File: config.mk
export PLATFORM = sky130hd
export DESIGN_NAME = agcLoop
export DESIGN_NICKNAME = d
export VERILOG_FILES = /design/src/logic/agcPkg.sv /design/src/logic/agcSettingsIf.sv /design/src/logic/agcLoop.sv /design/src/logic/agcIntegrator.sv /design/src/logic/agcErrorGen.sv /design/src/logic/agcLoopRegs.sv
export VERILOG_INCLUDE_DIRS = /design/src /design/src/logic
export SDC_FILE = /design/constraint.sdc
export NUM_CORES = 1
export LEC_CHECK = 0
export ABC_AREA = 1
export BUFFER_PORTS_ARGS = -buffer_cell sky130_fd_sc_hd__buf_4
export CORE_UTILIZATION = 45
export DETAILED_ROUTE_END_ITERATION = 10
export HOLD_SLACK_MARGIN = 0.15
export PLACE_DENSITY_LB_ADDON = 0.05
export SLEW_MARGIN = 20
export SYNTH_ARGS = -nofsm -noshare
export SYNTH_HDL_FRONTEND = slang
export SYNTH_SLANG_ARGS = --single-unit
File: constraint.sdc
create_clock -name busClk -period 5.32 [get_ports busClk]
set_input_delay 1.064 -clock busClk [delete_from_list [all_inputs] [get_ports busClk]]
set_output_delay 1.064 -clock busClk [all_outputs]
set_load 0.03 [all_outputs]
File: src/logic/agcLoop_config.svh
// Address map, reset values and output position for the AGC loop.
// Include wherever a register offset or a reset constant is needed.

`ifndef AGC_LOOP_CONFIG_SVH
`define AGC_LOOP_CONFIG_SVH

`define AGC_ADDR_WIDTH      13

`define AGC_REG_CONTROL     13'h000
`define AGC_REG_SETPOINT    13'h004
`define AGC_REG_GAINS       13'h008
`define AGC_REG_ULIMIT      13'h00C
`define AGC_REG_LLIMIT      13'h010
`define AGC_REG_INTEGRATOR  13'h014 // Read only.

`define AGC_RST_SETPOINT    8'h80
`define AGC_RST_ULIMIT      32'h7FFF_FFFF
`define AGC_RST_LLIMIT      32'h8000_0000

`define AGC_GAIN_MSB        31 // Top bit of the gain control byte.

`endif
File: src/logic/agcPkg.sv
// Shared types of the AGC loop datapath and its register bank.
// Referenced by scoped names from the RTL and the testbench.

`default_nettype none

package agcPkg;

    // Detected level, also the setpoint.
    typedef logic [7:0] levelT;

    // Setpoint minus level, one bit wider and signed.
    typedef logic signed [8:0] errT;

    // Left shift amount of a loop gain.
    typedef logic [4:0] shiftT;

    // Scaled error, integrator and limits.
    typedef logic signed [31:0] accT;

    typedef logic [31:0] busWordT;

endpackage

`default_nettype wire

File: src/logic/agcSettingsIf.sv
// Programmed loop settings, from the register bank to the loop stages.
// The bank drives through modport regs, the datapath reads through loop.

`default_nettype none

interface agcSettingsIf;

    agcPkg::levelT setpoint;
    logic          invertError;
    logic          zeroError;
    agcPkg::shiftT posErrorGain;
    agcPkg::shiftT negErrorGain;
    agcPkg::accT   upperLimit;  // Signed.
    agcPkg::accT   lowerLimit;  // Signed.

    modport regs (
        output setpoint, invertError, zeroError,
        output posErrorGain, negErrorGain,
        output upperLimit, lowerLimit
    );

    modport loop (
        input setpoint, invertError, zeroError,
        input posErrorGain, negErrorGain,
        input upperLimit, lowerLimit
    );

endinterface

`default_nettype wire

File: src/logic/agcLoop.sv
// Top of the AGC loop block.
// Connects the bus register bank, the error stage and the integrator.
// A level sample accepted on one edge updates the gain two edges later.

`default_nettype none

`include "agcLoop_config.svh"

module agcLoop (
    input  wire logic                       busClk,
    input  wire logic                       rstN,
    input  wire logic [`AGC_ADDR_WIDTH-1:0] addr,
    input  wire agcPkg::busWordT            dataIn,
    input  wire logic                       cs,
    input  wire logic [3:0]                 byteWr,
    input  wire agcPkg::levelT              level,
    input  wire logic                       levelValid,
    output agcPkg::busWordT                 dataOut,
    output logic [7:0]                      agcGain,
    output logic                            agcGainValid
);

    agcPkg::accT scaledErr;
    logic        errValid;
    agcPkg::accT integrator;

    agcSettingsIf settingsIf ();

    agcLoopRegs u_regs (
        .busClk     (busClk),
        .rstN       (rstN),
        .addr       (addr),
        .dataIn     (dataIn),
        .cs         (cs),
        .byteWr     (byteWr),
        .dataOut    (dataOut),
        .integrator (integrator),
        .settings   (settingsIf.regs)
    );

    agcErrorGen u_errorGen (
        .busClk     (busClk),
        .rstN       (rstN),
        .level      (level),
        .levelValid (levelValid),
        .settings   (settingsIf.loop),
        .scaledErr  (scaledErr),
        .errValid   (errValid)
    );

    agcIntegrator u_integrator (
        .busClk       (busClk),
        .rstN         (rstN),
        .scaledErr    (scaledErr),
        .errValid     (errValid),
        .settings     (settingsIf.loop),
        .integrator   (integrator),
        .agcGain      (agcGain),
        .agcGainValid (agcGainValid)
    );

endmodule

`default_nettype wire

File: src/logic/agcIntegrator.sv
// Clamped integrator of the AGC loop.
// Adds each valid scaled error at full precision, clamps to the signed
// limits and drives the top byte out as the gain control word.

`default_nettype none

`include "agcLoop_config.svh"

module agcIntegrator (
    input  wire logic         busClk,
    input  wire logic         rstN,
    input  wire agcPkg::accT  scaledErr,
    input  wire logic         errValid,
    agcSettingsIf.loop        settings,
    output agcPkg::accT       integrator,
    output logic [7:0]        agcGain,
    output logic              agcGainValid
);

    logic signed [32:0] sum;
    logic signed [32:0] upperExt;
    logic signed [32:0] lowerExt;
    agcPkg::accT        clamped;

    // One guard bit keeps the sum exact.
    assign sum      = $signed({integrator[31], integrator}) + $signed({scaledErr[31], scaledErr});
    assign upperExt = {settings.upperLimit[31], settings.upperLimit};
    assign lowerExt = {settings.lowerLimit[31], settings.lowerLimit};

    always_comb begin
        if (sum > upperExt) begin
            clamped = settings.upperLimit;
        end else if (sum < lowerExt) begin
            clamped = settings.lowerLimit;
        end else begin
            clamped = sum[31:0];
        end
    end

    always_ff @(posedge busClk) begin
        if (!rstN) begin
            integrator   <= '0;
            agcGainValid <= 1'b0;
        end else begin
            if (errValid) begin
                integrator <= clamped;
            end
            agcGainValid <= errValid; // High the cycle after an update.
        end
    end

    assign agcGain = integrator[`AGC_GAIN_MSB -: 8];

endmodule

`default_nettype wire

File: src/logic/agcErrorGen.sv
// Error stage of the AGC loop.
// Each accepted level gives one scaled error, registered on the next edge
// together with errValid. The gain is chosen by the sign of the error.

`default_nettype none

module agcErrorGen (
    input  wire logic          busClk,
    input  wire logic          rstN,
    input  wire agcPkg::levelT level,
    input  wire logic          levelValid,
    agcSettingsIf.loop         settings,
    output agcPkg::accT        scaledErr,
    output logic               errValid
);

    agcPkg::errT   rawErr;
    agcPkg::errT   condErr;
    agcPkg::accT   extErr;
    agcPkg::shiftT shift;
    agcPkg::accT   scaledNext;

    // Both operands fit in 9 bits, so no overflow.
    assign rawErr = $signed({1'b0, settings.setpoint}) - $signed({1'b0, level});

    always_comb begin
        if (settings.zeroError) begin
            condErr = '0; // Zeroing wins over inversion.
        end else if (settings.invertError) begin
            condErr = -rawErr;
        end else begin
            condErr = rawErr;
        end
    end

    assign extErr = {{23{condErr[8]}}, condErr};

    // Zero counts as positive.
    assign shift = condErr[8] ? settings.negErrorGain : settings.posErrorGain;

    assign scaledNext = extErr <<< shift;

    always_ff @(posedge busClk) begin
        if (!rstN) begin
            errValid <= 1'b0;
        end else begin
            errValid <= levelValid;
        end
    end

    always_ff @(posedge busClk) begin
        if (levelValid) begin
            scaledErr <= scaledNext;
        end
    end

endmodule

`default_nettype wire

File: src/logic/agcLoopRegs.sv
// Bus register bank of the AGC loop.
// Writes go per byte lane on busClk, reads are combinational while cs is
// high. Unmapped offsets and unused bits read as zero.

`default_nettype none

`include "agcLoop_config.svh"

module agcLoopRegs (
    input  wire logic                       busClk,
    input  wire logic                       rstN,
    input  wire logic [`AGC_ADDR_WIDTH-1:0] addr,
    input  wire agcPkg::busWordT            dataIn,
    input  wire logic                       cs,
    input  wire logic [3:0]                 byteWr,
    output agcPkg::busWordT                 dataOut,
    input  wire agcPkg::accT                integrator,
    agcSettingsIf.regs                      settings
);

    agcPkg::levelT setpoint;
    logic          invertError;
    logic          zeroError;
    agcPkg::shiftT posErrorGain;
    agcPkg::shiftT negErrorGain;
    agcPkg::accT   upperLimit;
    agcPkg::accT   lowerLimit;

    always_ff @(posedge busClk) begin
        if (!rstN) begin
            setpoint     <= `AGC_RST_SETPOINT;
            invertError  <= 1'b0;
            zeroError    <= 1'b0;
            posErrorGain <= '0;
            negErrorGain <= '0;
            upperLimit   <= `AGC_RST_ULIMIT;
            lowerLimit   <= `AGC_RST_LLIMIT;
        end else if (cs) begin
            case (addr)
                `AGC_REG_CONTROL: begin
                    if (byteWr[0]) begin
                        zeroError   <= dataIn[0];
                        invertError <= dataIn[1];
                    end
                end
                `AGC_REG_SETPOINT: begin
                    if (byteWr[0]) setpoint <= dataIn[7:0];
                end
                `AGC_REG_GAINS: begin
                    if (byteWr[0]) posErrorGain <= dataIn[4:0];
                    if (byteWr[2]) negErrorGain <= dataIn[20:16];
                end
                `AGC_REG_ULIMIT: begin
                    for (int lane = 0; lane < 4; lane++) begin
                        if (byteWr[lane]) upperLimit[8*lane +: 8] <= dataIn[8*lane +: 8];
                    end
                end
                `AGC_REG_LLIMIT: begin
                    for (int lane = 0; lane < 4; lane++) begin
                        if (byteWr[lane]) lowerLimit[8*lane +: 8] <= dataIn[8*lane +: 8];
                    end
                end
                default: ;
            endcase
        end
    end

    always_comb begin
        dataOut = '0;
        if (cs) begin
            case (addr)
                `AGC_REG_CONTROL:    dataOut = {30'd0, invertError, zeroError};
                `AGC_REG_SETPOINT:   dataOut = {24'd0, setpoint};
                `AGC_REG_GAINS:      dataOut = {11'd0, negErrorGain, 11'd0, posErrorGain};
                `AGC_REG_ULIMIT:     dataOut = upperLimit;
                `AGC_REG_LLIMIT:     dataOut = lowerLimit;
                `AGC_REG_INTEGRATOR: dataOut = integrator; // Live value.
                default:             dataOut = '0;
            endcase
        end
    end

    assign settings.setpoint     = setpoint;
    assign settings.invertError  = invertError;
    assign settings.zeroError    = zeroError;
    assign settings.posErrorGain = posErrorGain;
    assign settings.negErrorGain = negErrorGain;
    assign settings.upperLimit   = upperLimit;
    assign settings.lowerLimit   = lowerLimit;

endmodule

`default_nettype wire

==> impl_metrics.csv, run 1 <==
group,metric,value,unit
status,status,"finished, final reports clean",
finish,stdcell_area,13100,sq um
worst_setup_path,timing.rr.end,"u_integrator.integrator[14]$_SDFFE_PN0P_",
route,drt-total-wl,41200,um
worst_setup_path,path_common_cell,"nand2_1",
die,die-area,26200,sq um
clock_network,cts_buffers,17,
route,wl_met2,17900,um
synthesis,ys.flop_type,"dfxtp_1",
die,die_y,162,um
die,die_w,162,um
route,wl_per_cell,19.6,um
synthesis,synthTopCellsByCount,"nand2_1 (343), inv_1 (199), a21oi_1 (189)",
sta,finalHoldWorstSlack,0.509,ns
min_path,hold_class,"flop to flop",
synthesis,synth_top_family_by_area,"simple AND/OR/NAND/NOR gates",
synthesis,synth_top_area_frac,0.206,
synthesis,yosys-top-cells-area,"dfxtp_1 (21%), ha_1 (12%), nand2_1 (11%)",
clock_network,cts_tree,"built",
synthesis,synth.area.mux_share,0,
worst_setup_path,crit_path_max_incr_delay,0.44,ns
sta,setup_violations,0,
clock_network,clock-sinks,150,
worst_setup_path,r2r_cells,27,
placement,placedInstanceArea,12500,sq um
finish,multiInputGateArea,7100,sq um
worst_setup_path,critical_path_required,5.68,ns
sta,fin_skew,0.0178,ns
clock_network,clk_pin_slew,0.07,ns
worst_setup_path,crit_end,"u_integrator.integrator[14]$_SDFFE_PN0P_",
placement,pre_cts_ws,0.149,ns
worst_setup_path,r2r_start,"u_errorGen.scaledErr[0]$_SDFFCE_PP0P_",
route,dr.first_iter.drc_count,1159,
worst_setup_path,cp.arrival,5.26,ns
sta,period_needed,4.90,ns
route,drt_pass1_iterations,5,
global_routing,grt_max_degree,75,
worst_setup_path,path_max_fanout,18,
worst_setup_path,critPathKind,"flop to flop",
placement,hpwl,31900,um
pwr,power_density,324,nW/um^2
worst_setup_path,end_kind,"flop",
clock_network,cts_hold_repair.buffers,0,
placement,portBuffers,101,
global_routing,grt_antenna_before_repair,3,
finish,seqCellArea,3320,sq um
die,core,25100,sq um
clock_network,cts_buffer_depth,2,
worst_setup_path,ff2ff_setup_slack,0.42,ns
synthesis,ys_seq_area_frac,0.289,
die,initial_core_util,0.458,
global_routing,grt_pass1_wl,63500,um
route,dr_wl_met3,3160,um
die,io_pins,102,
route,drc,0,
die,rows,58,
synthesis,yosys.area.top_type,"dfxtp_1",
synthesis,synth_cells,1681,
route,num_vias,12000,
pwr,peakVddDrop,0.283,mV
global_routing,grt_usage,0.317,
global_routing,grt.overflow.total,0,
sta,drv_slew,0,
finish,drive_gt1_frac,0.104,
finish,fillers,2628,
pwr,p_leak,6.18,nW
pwr,power,4.25,mW
run,drv_cap,0,
synthesis,syn_nets,1850,
synthesis,ys_ff_latch,150,
route,highest_layer,"met5",
clock_network,clock_latency,0.44,ns
worst_setup_path,worst_setup_path_start_kind,"flop",
route,met1_length,19300,um
sta,max_freq,204,MHz
synthesis,yosys_warnings,0,
synthesis,synth_fa_ha_area_frac,0.119,
sta,setup_ws,0.424,ns
worst_setup_path,critPathLaunch,"u_errorGen.scaledErr[0]$_SDFFCE_PP0P_",
finish,areaGrowthSynthToFinish,14.3,%
finish,fin_nets,1925,
sta,finalCritPeriodShare,0.920,
min_path,min_path_cells,2,
synthesis,synth_compound_area_frac,0.211,
finish,antenna_cells,0,
synthesis,synthSimpleGateAreaFrac,0.267,
synthesis,yosysMostFrequentCell,"nand2_1",
placement,globalplace.congestion,0.934,
worst_setup_path,cpMaxStageDelayCell,"ha_1",
route,postRouteAntennaNets,0,
clock_network,cts-root-buf,"clkbuf_16",
synthesis,synth_area,11500,sq um
synthesis,synth_edf_count,32,
synthesis,synth_xor_area_frac,0.0198,
sta,finalHoldViolations,0,
sta,slew_headroom,0.486,
route,vias_per_cell,5.73,
clock_network,htreeDepth,4,
synthesis,synth.distinct_cells,53,
global_routing,grt_pass1_vias,11200,
synthesis,synthArstFlopShare,0,
synthesis,synth_area_per_cell,6.83,sq um
sta,worst_slew_pin_slew,0.771,ns
worst min path at each step:
stage | startpoint | end | slack, ns
final | u_regs.settings.upperLimit[1]$_SDFFE_PN1P_ | u_regs.settings.upperLimit[1]$_SDFFE_PN1P_ | 0.51
after global routing | u_regs.settings.upperLimit[1]$_SDFFE_PN1P_ | u_regs.settings.upperLimit[1]$_SDFFE_PN1P_ | 0.53
after CTS | u_regs.settings.upperLimit[1]$_SDFFE_PN1P_ | u_regs.settings.upperLimit[1]$_SDFFE_PN1P_ | 0.51
after detailed placement | u_regs.settings.upperLimit[1]$_SDFFE_PN1P_ | u_regs.settings.upperLimit[1]$_SDFFE_PN1P_ | 0.50
after global placement | u_regs.settings.upperLimit[1]$_SDFFE_PN1P_ | u_regs.settings.upperLimit[1]$_SDFFE_PN1P_ | 0.48
after floorplan | u_regs.settings.setpoint[0]$_SDFFE_PN0P_ | u_regs.settings.setpoint[0]$_SDFFE_PN0P_ | 0.45
worst max-delay path, delay by kind of cell, from the launching register on:
kind	cells	cell delay, ns
flops	1	0.37
buf+inv	3	0.44
compound gates	9	1.51
fa+ha+maj	3	1.09
xor+xnor	1	0.18
simple gates	11	1.23
stage by stage:
| stage | cells | TNS, ns | utilization |
|---|---|---|---|
| 2_1_floorplan | 1681 | 0 | - |
| 3_3_place_gp | 2067 | 0 | 0.500 |
| 3_5_place_dp | 2067 | 0 | 0.500 |
| 4_1_cts | 2099 | 0 | 0.523 |
| 5_1_grt | 2099 | -0.110 | 0.523 |
| 6_report | 2099 | 0 | 0.523 |
cell type report:
class,instances,share of cell area
timing repair buffer,121,0.0714
multi-input combinational,1257,0.541
clock inverter,14,0.0102
sequential,150,0.253
inverter,209,0.0597
tap,330,0.0314
clock buffer,18,0.0334
power breakdown:
| part | internal (mW) | switching, mW | total (mW) |
|---|---|---|---|
| Combinational | 0.593 | 1.16 | 1.75 |
| Clock | 0.633 | 0.580 | 1.21 |
| Sequential | 1.22 | 0.0700 | 1.29 |
| Total | 2.45 | 1.81 | 4.25 |
cells by family after synthesis:
| family | Yosys count |
|---|---|
| fa+ha+maj | 108 |
| xor+xnor | 26 |
| simple gates | 698 |
| compound gates | 425 |
| buf+inv | 274 |
| flops | 150 |
timing repair:
item / in CTS / in global routing
buffers inserted: 0 / 0
resized for setup: 0 / 6
endpoints found under the setup margin: 0 / 32
routing by layer:
layer	vias up	GRT usage
met1	5658	0.458
met2	437	0.486
met4	2	0.0849
li1	5882	-
met3	50	0.0518
met5	-	0
sequential cells by signal, indices dropped and copies added, names as in the netlist:
register                      count
u_regs.settings.invertError       1
u_regs.settings.setpoint          8
u_regs.settings.posErrorGain      5
u_integrator.integrator          32
u_regs.settings.zeroError         1
u_regs.settings.negErrorGain      5
u_regs.settings.lowerLimit       32
u_errorGen.scaledErr             32
u_regs.settings.upperLimit       32
u_errorGen.errValid               1
u_integrator.agcGainValid         1
cells in the final DEF (no fill, tap or decap), types with 5 or more instances in the layout:
cell type	synthesis	layout
dfxtp_1	118	118
nand2_2	8	8
nor4_1	7	6
a211oi_1	11	11
a221oi_1	27	27
edfxtp_1	32	32
xnor2_1	8	8
nand3b_1	22	22
o21bai_1	7	7
clkbuf_16	0	17
inv_1	199	199
nand3_1	138	138
o21ai_0	132	128
nor2_1	131	130
clkinv_1	6	6
inv_6	0	5
ha_1	106	106
buf_4	9	118
xor2_1	18	18
nor3_1	20	20
o21ai_1	3	6
a21oi_1	189	188
a21o_1	6	6
o21a_1	6	6
o211ai_1	16	16
nand4_1	15	15
a31oi_1	7	7
nand2_1	343	343
o22ai_1	5	5
No activity file was read; power rests on OpenSTA's default activity.
==> run 2: changes to the inputs <==
- clock period: 5.32 -> 5.6 ns (I/O delays scaled with it)
==> run 2 against run 1 <==
Sequential power decreased by 5%. Hold slack worse by 0.0053 ns. Clock skew shrank 0.0031 ns. Fmax is 4.6% lower. Non-clock buffer count is the same. Register-to-register slack improved by 0.04 ns. Worst setup slack better by 0.043 ns. Sequential share of layout area fell by 0.051 points. Design area rose by 0.20%.
==> impl_metrics.csv, run 2 (synthesized netlist as in run 1, its figures left out) <==
group,metric,value,unit
status,status,"finished, final reports clean",
finish,drive_gt1_frac,0.103,
die,io_pins,102,
sta,drv_slew,0,
finish,areaGrowthSynthToFinish,14.6,%
finish,seqCellArea,3320,sq um
pwr,power,4.13,mW
sta,finalHoldViolations,0,
placement,globalplace.congestion,0.955,
finish,antenna_cells,0,
die,die_w,162,um
min_path,min_path_cells,2,
die,initial_core_util,0.458,
finish,fillers,2597,
worst_setup_path,cp.arrival,5.48,ns
pwr,peakVddDrop,0.231,mV
clock_network,clock-sinks,150,
worst_setup_path,r2r_cells,26,
clock_network,clk_pin_slew,0.07,ns
sta,period_needed,5.13,ns
min_path,hold_class,"flop to flop",
clock_network,clock_latency,0.43,ns
run,drv_cap,0,
clock_network,cts-root-buf,"clkbuf_16",
global_routing,grt.overflow.total,0,
sta,tns,0,ns
worst_setup_path,critical_path_required,5.94,ns
route,wl_per_cell,19.2,um
die,rows,58,
finish,layout_commonest_cell,"nand2_1",
worst_setup_path,path_max_fanout,28,
sta,max_freq,195,MHz
placement,portBuffers,101,
route,vias_per_cell,5.68,
clock_network,cts_buffers,17,
worst_setup_path,worst_setup_path_start_kind,"flop",
die,core,25100,sq um
worst_setup_path,end_kind,"flop",
die,die-area,26200,sq um
route,postRouteAntennaNets,0,
pwr,power_density,314,nW/um^2
clock_network,post_cts_buffers,0,
sta,slew_headroom,0.371,
worst_setup_path,critPathKind,"flop to flop",
finish,most-common-layout-cells,"nand2_1 (343), inv_1 (199), a21oi_1 (189)",
finish,multiInputGateArea,7110,sq um
placement,hpwl,30900,um
global_routing,grt_pass1_vias,11100,
global_routing,grt_pass1_wl,62400,um
route,dr.first_iter.drc_count,1049,
clock_network,cts_tree,"built",
clock_network,htreeDepth,4,
pwr,p_leak,6.19,nW
route,drc,0,
route,drt_pass1_iterations,5,
clock_network,cts_hold_repair.buffers,0,
finish,fin_nets,1925,
route,drt-total-wl,40300,um
sta,worst_slew_pin_slew,0.943,ns
die,die_y,162,um
clock_network,cts_buffer_depth,2,
global_routing,grt_antenna_before_repair,0,
sta,fin_skew,0.0147,ns
sta,setup_violations,0,
global_routing,grt_max_degree,76,
global_routing,grt_usage,0.311,
route,num_vias,11900,
sta,rsz0062_at_grt,"false",
sta,finalCritPeriodShare,0.917,
==> run 2: where the power goes <==
part,total [mW],switching (mW),internal (mW)
sequential,1.22,0.0634,1.16
combinational,1.66,1.10,0.552
clock,1.25,0.514,0.738
total,4.13,1.68,2.45
==> run 2: worst max-delay path, cell delays in order (launching register included) <==
cell and delay, ns:
edfxtp_1 0.41, ha_1 0.34, inv_1 0.07, o21ai_0 0.29, a21oi_1 0.18, o21bai_1 0.29
a21oi_1 0.17, o21ai_1 0.30, nand3_1 0.19, nand2_1 0.12, inv_1 0.05, o21ai_0 0.27
xor2_2 0.19, ha_1 0.42, nand4_1 0.11, inv_1 0.10, nand2_1 0.07, nor4_2 0.24
o2111ai_1 0.23, nand3_1 0.13, nand2_1 0.07, nand2_1 0.08, buf_4 0.32, nand2_1 0.08
o21ai_0 0.08, nand2_1 0.07, a21oi_1 0.17
==> run 2: final timing paths <==
kind	to	start	slack, ns
worst max-delay path	u_integrator.integrator[20]$_SDFFE_PN0P_	u_errorGen.scaledErr[3]$_SDFFCE_PP0P_	0.47
worst min-delay path	u_regs.settings.upperLimit[1]$_SDFFE_PN1P_	u_regs.settings.upperLimit[1]$_SDFFE_PN1P_	0.50
worst max register to register	u_integrator.integrator[20]$_SDFFE_PN0P_	u_errorGen.scaledErr[3]$_SDFFCE_PP0P_	0.47
worst min register to register	u_regs.settings.upperLimit[1]$_SDFFE_PN1P_	u_regs.settings.upperLimit[1]$_SDFFE_PN1P_	0.50
==> run 2: routing by layer <==
layer,GRT usage,vias up,wire (um)
li1,-,5910,-
met3,0.0733,46,3430
met1,0.436,5528,18600
met5,0,-,0
met2,0.476,431,17600
met4,0.0798,0,701
==> run 2: metrics by stage <==
step           hold WS, ns  cell area [sq um]  utilization  instances  setup WS (ns)
6_report             0.503              13200        0.524       2099          0.468
5_1_grt              0.535              13200        0.524       2099         0.0269
4_1_cts              0.504              13100        0.524       2099          0.109
3_5_place_dp         0.494              12500        0.499       2067          0.148
3_3_place_gp         0.482              12500        0.499       2067          0.264
2_1_floorplan        0.448              11500            -       1681           1.24
==> run 2: cell type report <==
cell class | instances | share of cell area
tap | 330 | 0.0314
sequential | 150 | 0.253
inverter | 209 | 0.0596
timing repair buffer | 121 | 0.0690
clock buffer | 20 | 0.0348
multi-input combinational | 1257 | 0.540
clock inverter | 12 | 0.0126
==> run 2: what timing repair did <==
action | in CTS | in global routing
hold endpoints to repair | 0 | 0
resized for setup | 0 | 3
setup endpoints to repair | 0 | 32
==> run 3: changes to the inputs <==
--- a/config.mk
+++ b/config.mk
@@ -9,8 +9,8 @@
 export ABC_AREA = 1
 export BUFFER_PORTS_ARGS = -buffer_cell sky130_fd_sc_hd__buf_4
+export CAP_MARGIN = 20
 export CORE_UTILIZATION = 45
 export DETAILED_ROUTE_END_ITERATION = 10
 export HOLD_SLACK_MARGIN = 0.15
-export PLACE_DENSITY_LB_ADDON = 0.05
 export SLEW_MARGIN = 20
 export SYNTH_ARGS = -nofsm -noshare
==> constraint.sdc (replaced) <==
create_clock -name busClk -period 5.6 [get_ports busClk]
set_input_delay 1.12 -clock busClk [delete_from_list [all_inputs] [get_ports busClk]]
set_output_delay 1.12 -clock busClk [all_outputs]
set_load 0.02 [all_outputs]
==> run 3 against run 2 <==
First-iteration DRC count grew 17%. Cell count is essentially flat. Sequential power is essentially flat. Register-to-register slack gained 0.06 ns. Global-route usage grew 0.058 points. Clock skew grew 0.0014 ns. Utilization shrank 0.22 points. Count of clock-buffer cells in the layout shrank 2. Wire length shrank 0.57%. Non-clock buffer count shrank 1. Critical path depth grew 1. Via count grew 0.68%. Critical endpoint is now u_integrator.integrator[30]$_SDFFE_PN0P_. Highest routed layer is now met5.
==> impl_metrics.csv, run 3 (synthesized netlist as in run 1, its figures left out) <==
group,metric,value,unit
clock_network,cts_buffer_depth,2,
finish,fin_nets,1924,
placement,placedInstanceArea,12500,sq um
pwr,switchingPower,1.70,mW
sta,slew_headroom,0.275,
route,drt-total-wl,40100,um
die,initial_core_util,0.458,
worst_setup_path,end_kind,"flop",
finish,drive_gt1_frac,0.103,
finish,stdcell_area,13100,sq um
worst_setup_path,worst_setup_path_start_kind,"flop",
clock_network,cts-root-buf,"clkbuf_16",
finish,most-common-layout-cells,"nand2_1 (343), inv_1 (199), a21oi_1 (189)",
pwr,combPwrFrac,0.409,
worst_setup_path,critical_path_required,5.97,ns
sta,fin_skew,0.0161,ns
pwr,peakVddDrop,0.234,mV
global_routing,grt_antenna_before_repair,2,
status,status,"finished, final reports clean",
sta,max_freq,197,MHz
placement,portBuffers,101,
route,vias_per_cell,5.72,
die,die_y,162,um
pwr,seqPwrFrac,0.304,
finish,fillers,2573,
sta,finalHoldViolations,0,
clock_network,clk_pin_slew,0.08,ns
clock_network,clock_latency,0.45,ns
placement,hpwl,30800,um
sta,period_needed,5.07,ns
route,num_vias,12000,
clock_network,clock-sinks,150,
worst_setup_path,path_max_fanout,31,
global_routing,grt.overflow.total,0,
route,drt_pass1_iterations,5,
finish,antenna_cells,0,
clock_network,cts_tree,"built",
finish,layout_commonest_cell,"nand2_1",
die,core,25100,sq um
finish,areaGrowthSynthToFinish,14.1,%
sta,setup_violations,0,
sta,drv_slew,0,
global_routing,grt_usage,0.311,
pwr,power_density,307,nW/um^2
pwr,power_frac_clock,0.287,
route,dr.first_iter.drc_count,1230,
min_path,hold_class,"flop to flop",
route,postRouteAntennaNets,0,
global_routing,grt_pass1_vias,11000,
route,wl_per_cell,19.1,um
placement,dp.cells,2066,
clock_network,cts_buffers,17,
die,io_pins,102,
finish,final_cells,2098,
route,drc,0,
global_routing,grt_pass1_wl,62500,um
clock_network,cts_hold_repair.buffers,0,
placement,globalplace.congestion,0.948,
worst_setup_path,critPathKind,"flop to flop",
worst_setup_path,cp.arrival,5.45,ns
sta,tns,0,ns
pwr,p_leak,6.17,nW
worst_setup_path,ff2ff_setup_slack,0.53,ns
clock_network,htreeDepth,4,
die,die_w,162,um
run,drv_cap,0,
pwr,swShare,0.424,
sta,finalCritPeriodShare,0.906,
sta,worst_slew_pin_slew,1.09,ns
die,die-area,26200,sq um
global_routing,grt_max_degree,110,
die,rows,58,
finish,final_util,0.522,
sta,rsz0062_at_grt,"false",
pwr,p_int,2.32,mW
## run 3: changes by cell type in the layout (fill, tap and decap cells not counted), moves of 2 or more
cell       previous run  this run
clkbuf_1              2         0
inv_6                 3         6
inv_8                 1         3
bufinv_16             3         0
buf_4               121       119
## run 3: per-stage QoR
stage	power [mW]	hold WS, ns	setup slack (ns)
finish	4.02	0.486	0.526
global route	4.26	0.531	0.0361
CTS	3.99	0.488	0.242
detailed placement	2.84	0.475	0.310
global placement	2.84	0.471	0.415
floorplan	2.32	0.448	1.24
## run 3: final timing paths
| kind | start | end | cells past startpoint |
|---|---|---|---|
| setup reg to reg | u_integrator.integrator[0]$_SDFFE_PN0P_ | u_integrator.integrator[30]$_SDFFE_PN0P_ | 27 |
| hold / removal | u_regs.settings.upperLimit[1]$_SDFFE_PN1P_ | u_regs.settings.upperLimit[1]$_SDFFE_PN1P_ | 2 |
| setup / recovery | u_integrator.integrator[0]$_SDFFE_PN0P_ | u_integrator.integrator[30]$_SDFFE_PN0P_ | 27 |
| hold reg to reg | u_regs.settings.upperLimit[1]$_SDFFE_PN1P_ | u_regs.settings.upperLimit[1]$_SDFFE_PN1P_ | 2 |
## run 3: per-layer routing
layer	wire length (um)	vias up	GRT usage
li1	-	5895	-
met2	17300	468	0.471
met3	3390	57	0.0631
met5	12	-	0
met1	18600	5574	0.446
met4	845	2	0.0858
## run 3: worst max-delay path, stage by stage (launching register included)
cell,delay (ns)
dfxtp_1,0.36
ha_1,0.21
fa_1,0.21
nand2_1,0.06
o21ai_0,0.28
a21oi_1,0.19
o21bai_1,0.28
a21oi_1,0.18
o21ai_1,0.29
nand3_1,0.16
nand2_1,0.11
inv_1,0.04
o21ai_0,0.18
xor2_1,0.30
ha_1,0.30
nand4_1,0.12
inv_1,0.10
nand2_1,0.08
nor4_2,0.30
o2111ai_1,0.24
nand3_1,0.14
nand2_1,0.07
nand2_1,0.08
buf_4,0.32
nand2_1,0.09
o21ai_0,0.09
nand2_1,0.07
a21oi_1,0.15
## run 3: cell type report
| class | count | area (sq um) | area share |
|---|---|---|---|
| Multi-Input combinational cell | 1257 | 7100 | 0.542 |
| Sequential cell | 150 | 3320 | 0.254 |
| Timing Repair Buffer | 120 | 913 | 0.0697 |
| Inverter | 209 | 785 | 0.0599 |
| Clock buffer | 18 | 439 | 0.0335 |
| Tap cell | 330 | 413 | 0.0315 |
| Clock inverter | 14 | 133 | 0.0101 |
## run 3: timing repair
action                                  4_1_cts  5_1_grt
endpoints found under the setup margin        0       24
gates resized for setup                       0        3
setup buffers                                 0        0
## run 3: power groups by stage
stage	logic, mW	registers [mW]	clock network, mW
after floorplan	1.12	1.21	0
after global placement	1.59	1.24	0
after detailed placement	1.60	1.24	0
after CTS	1.61	1.22	1.16
after global routing	1.83	1.23	1.20
final	1.64	1.22	1.15
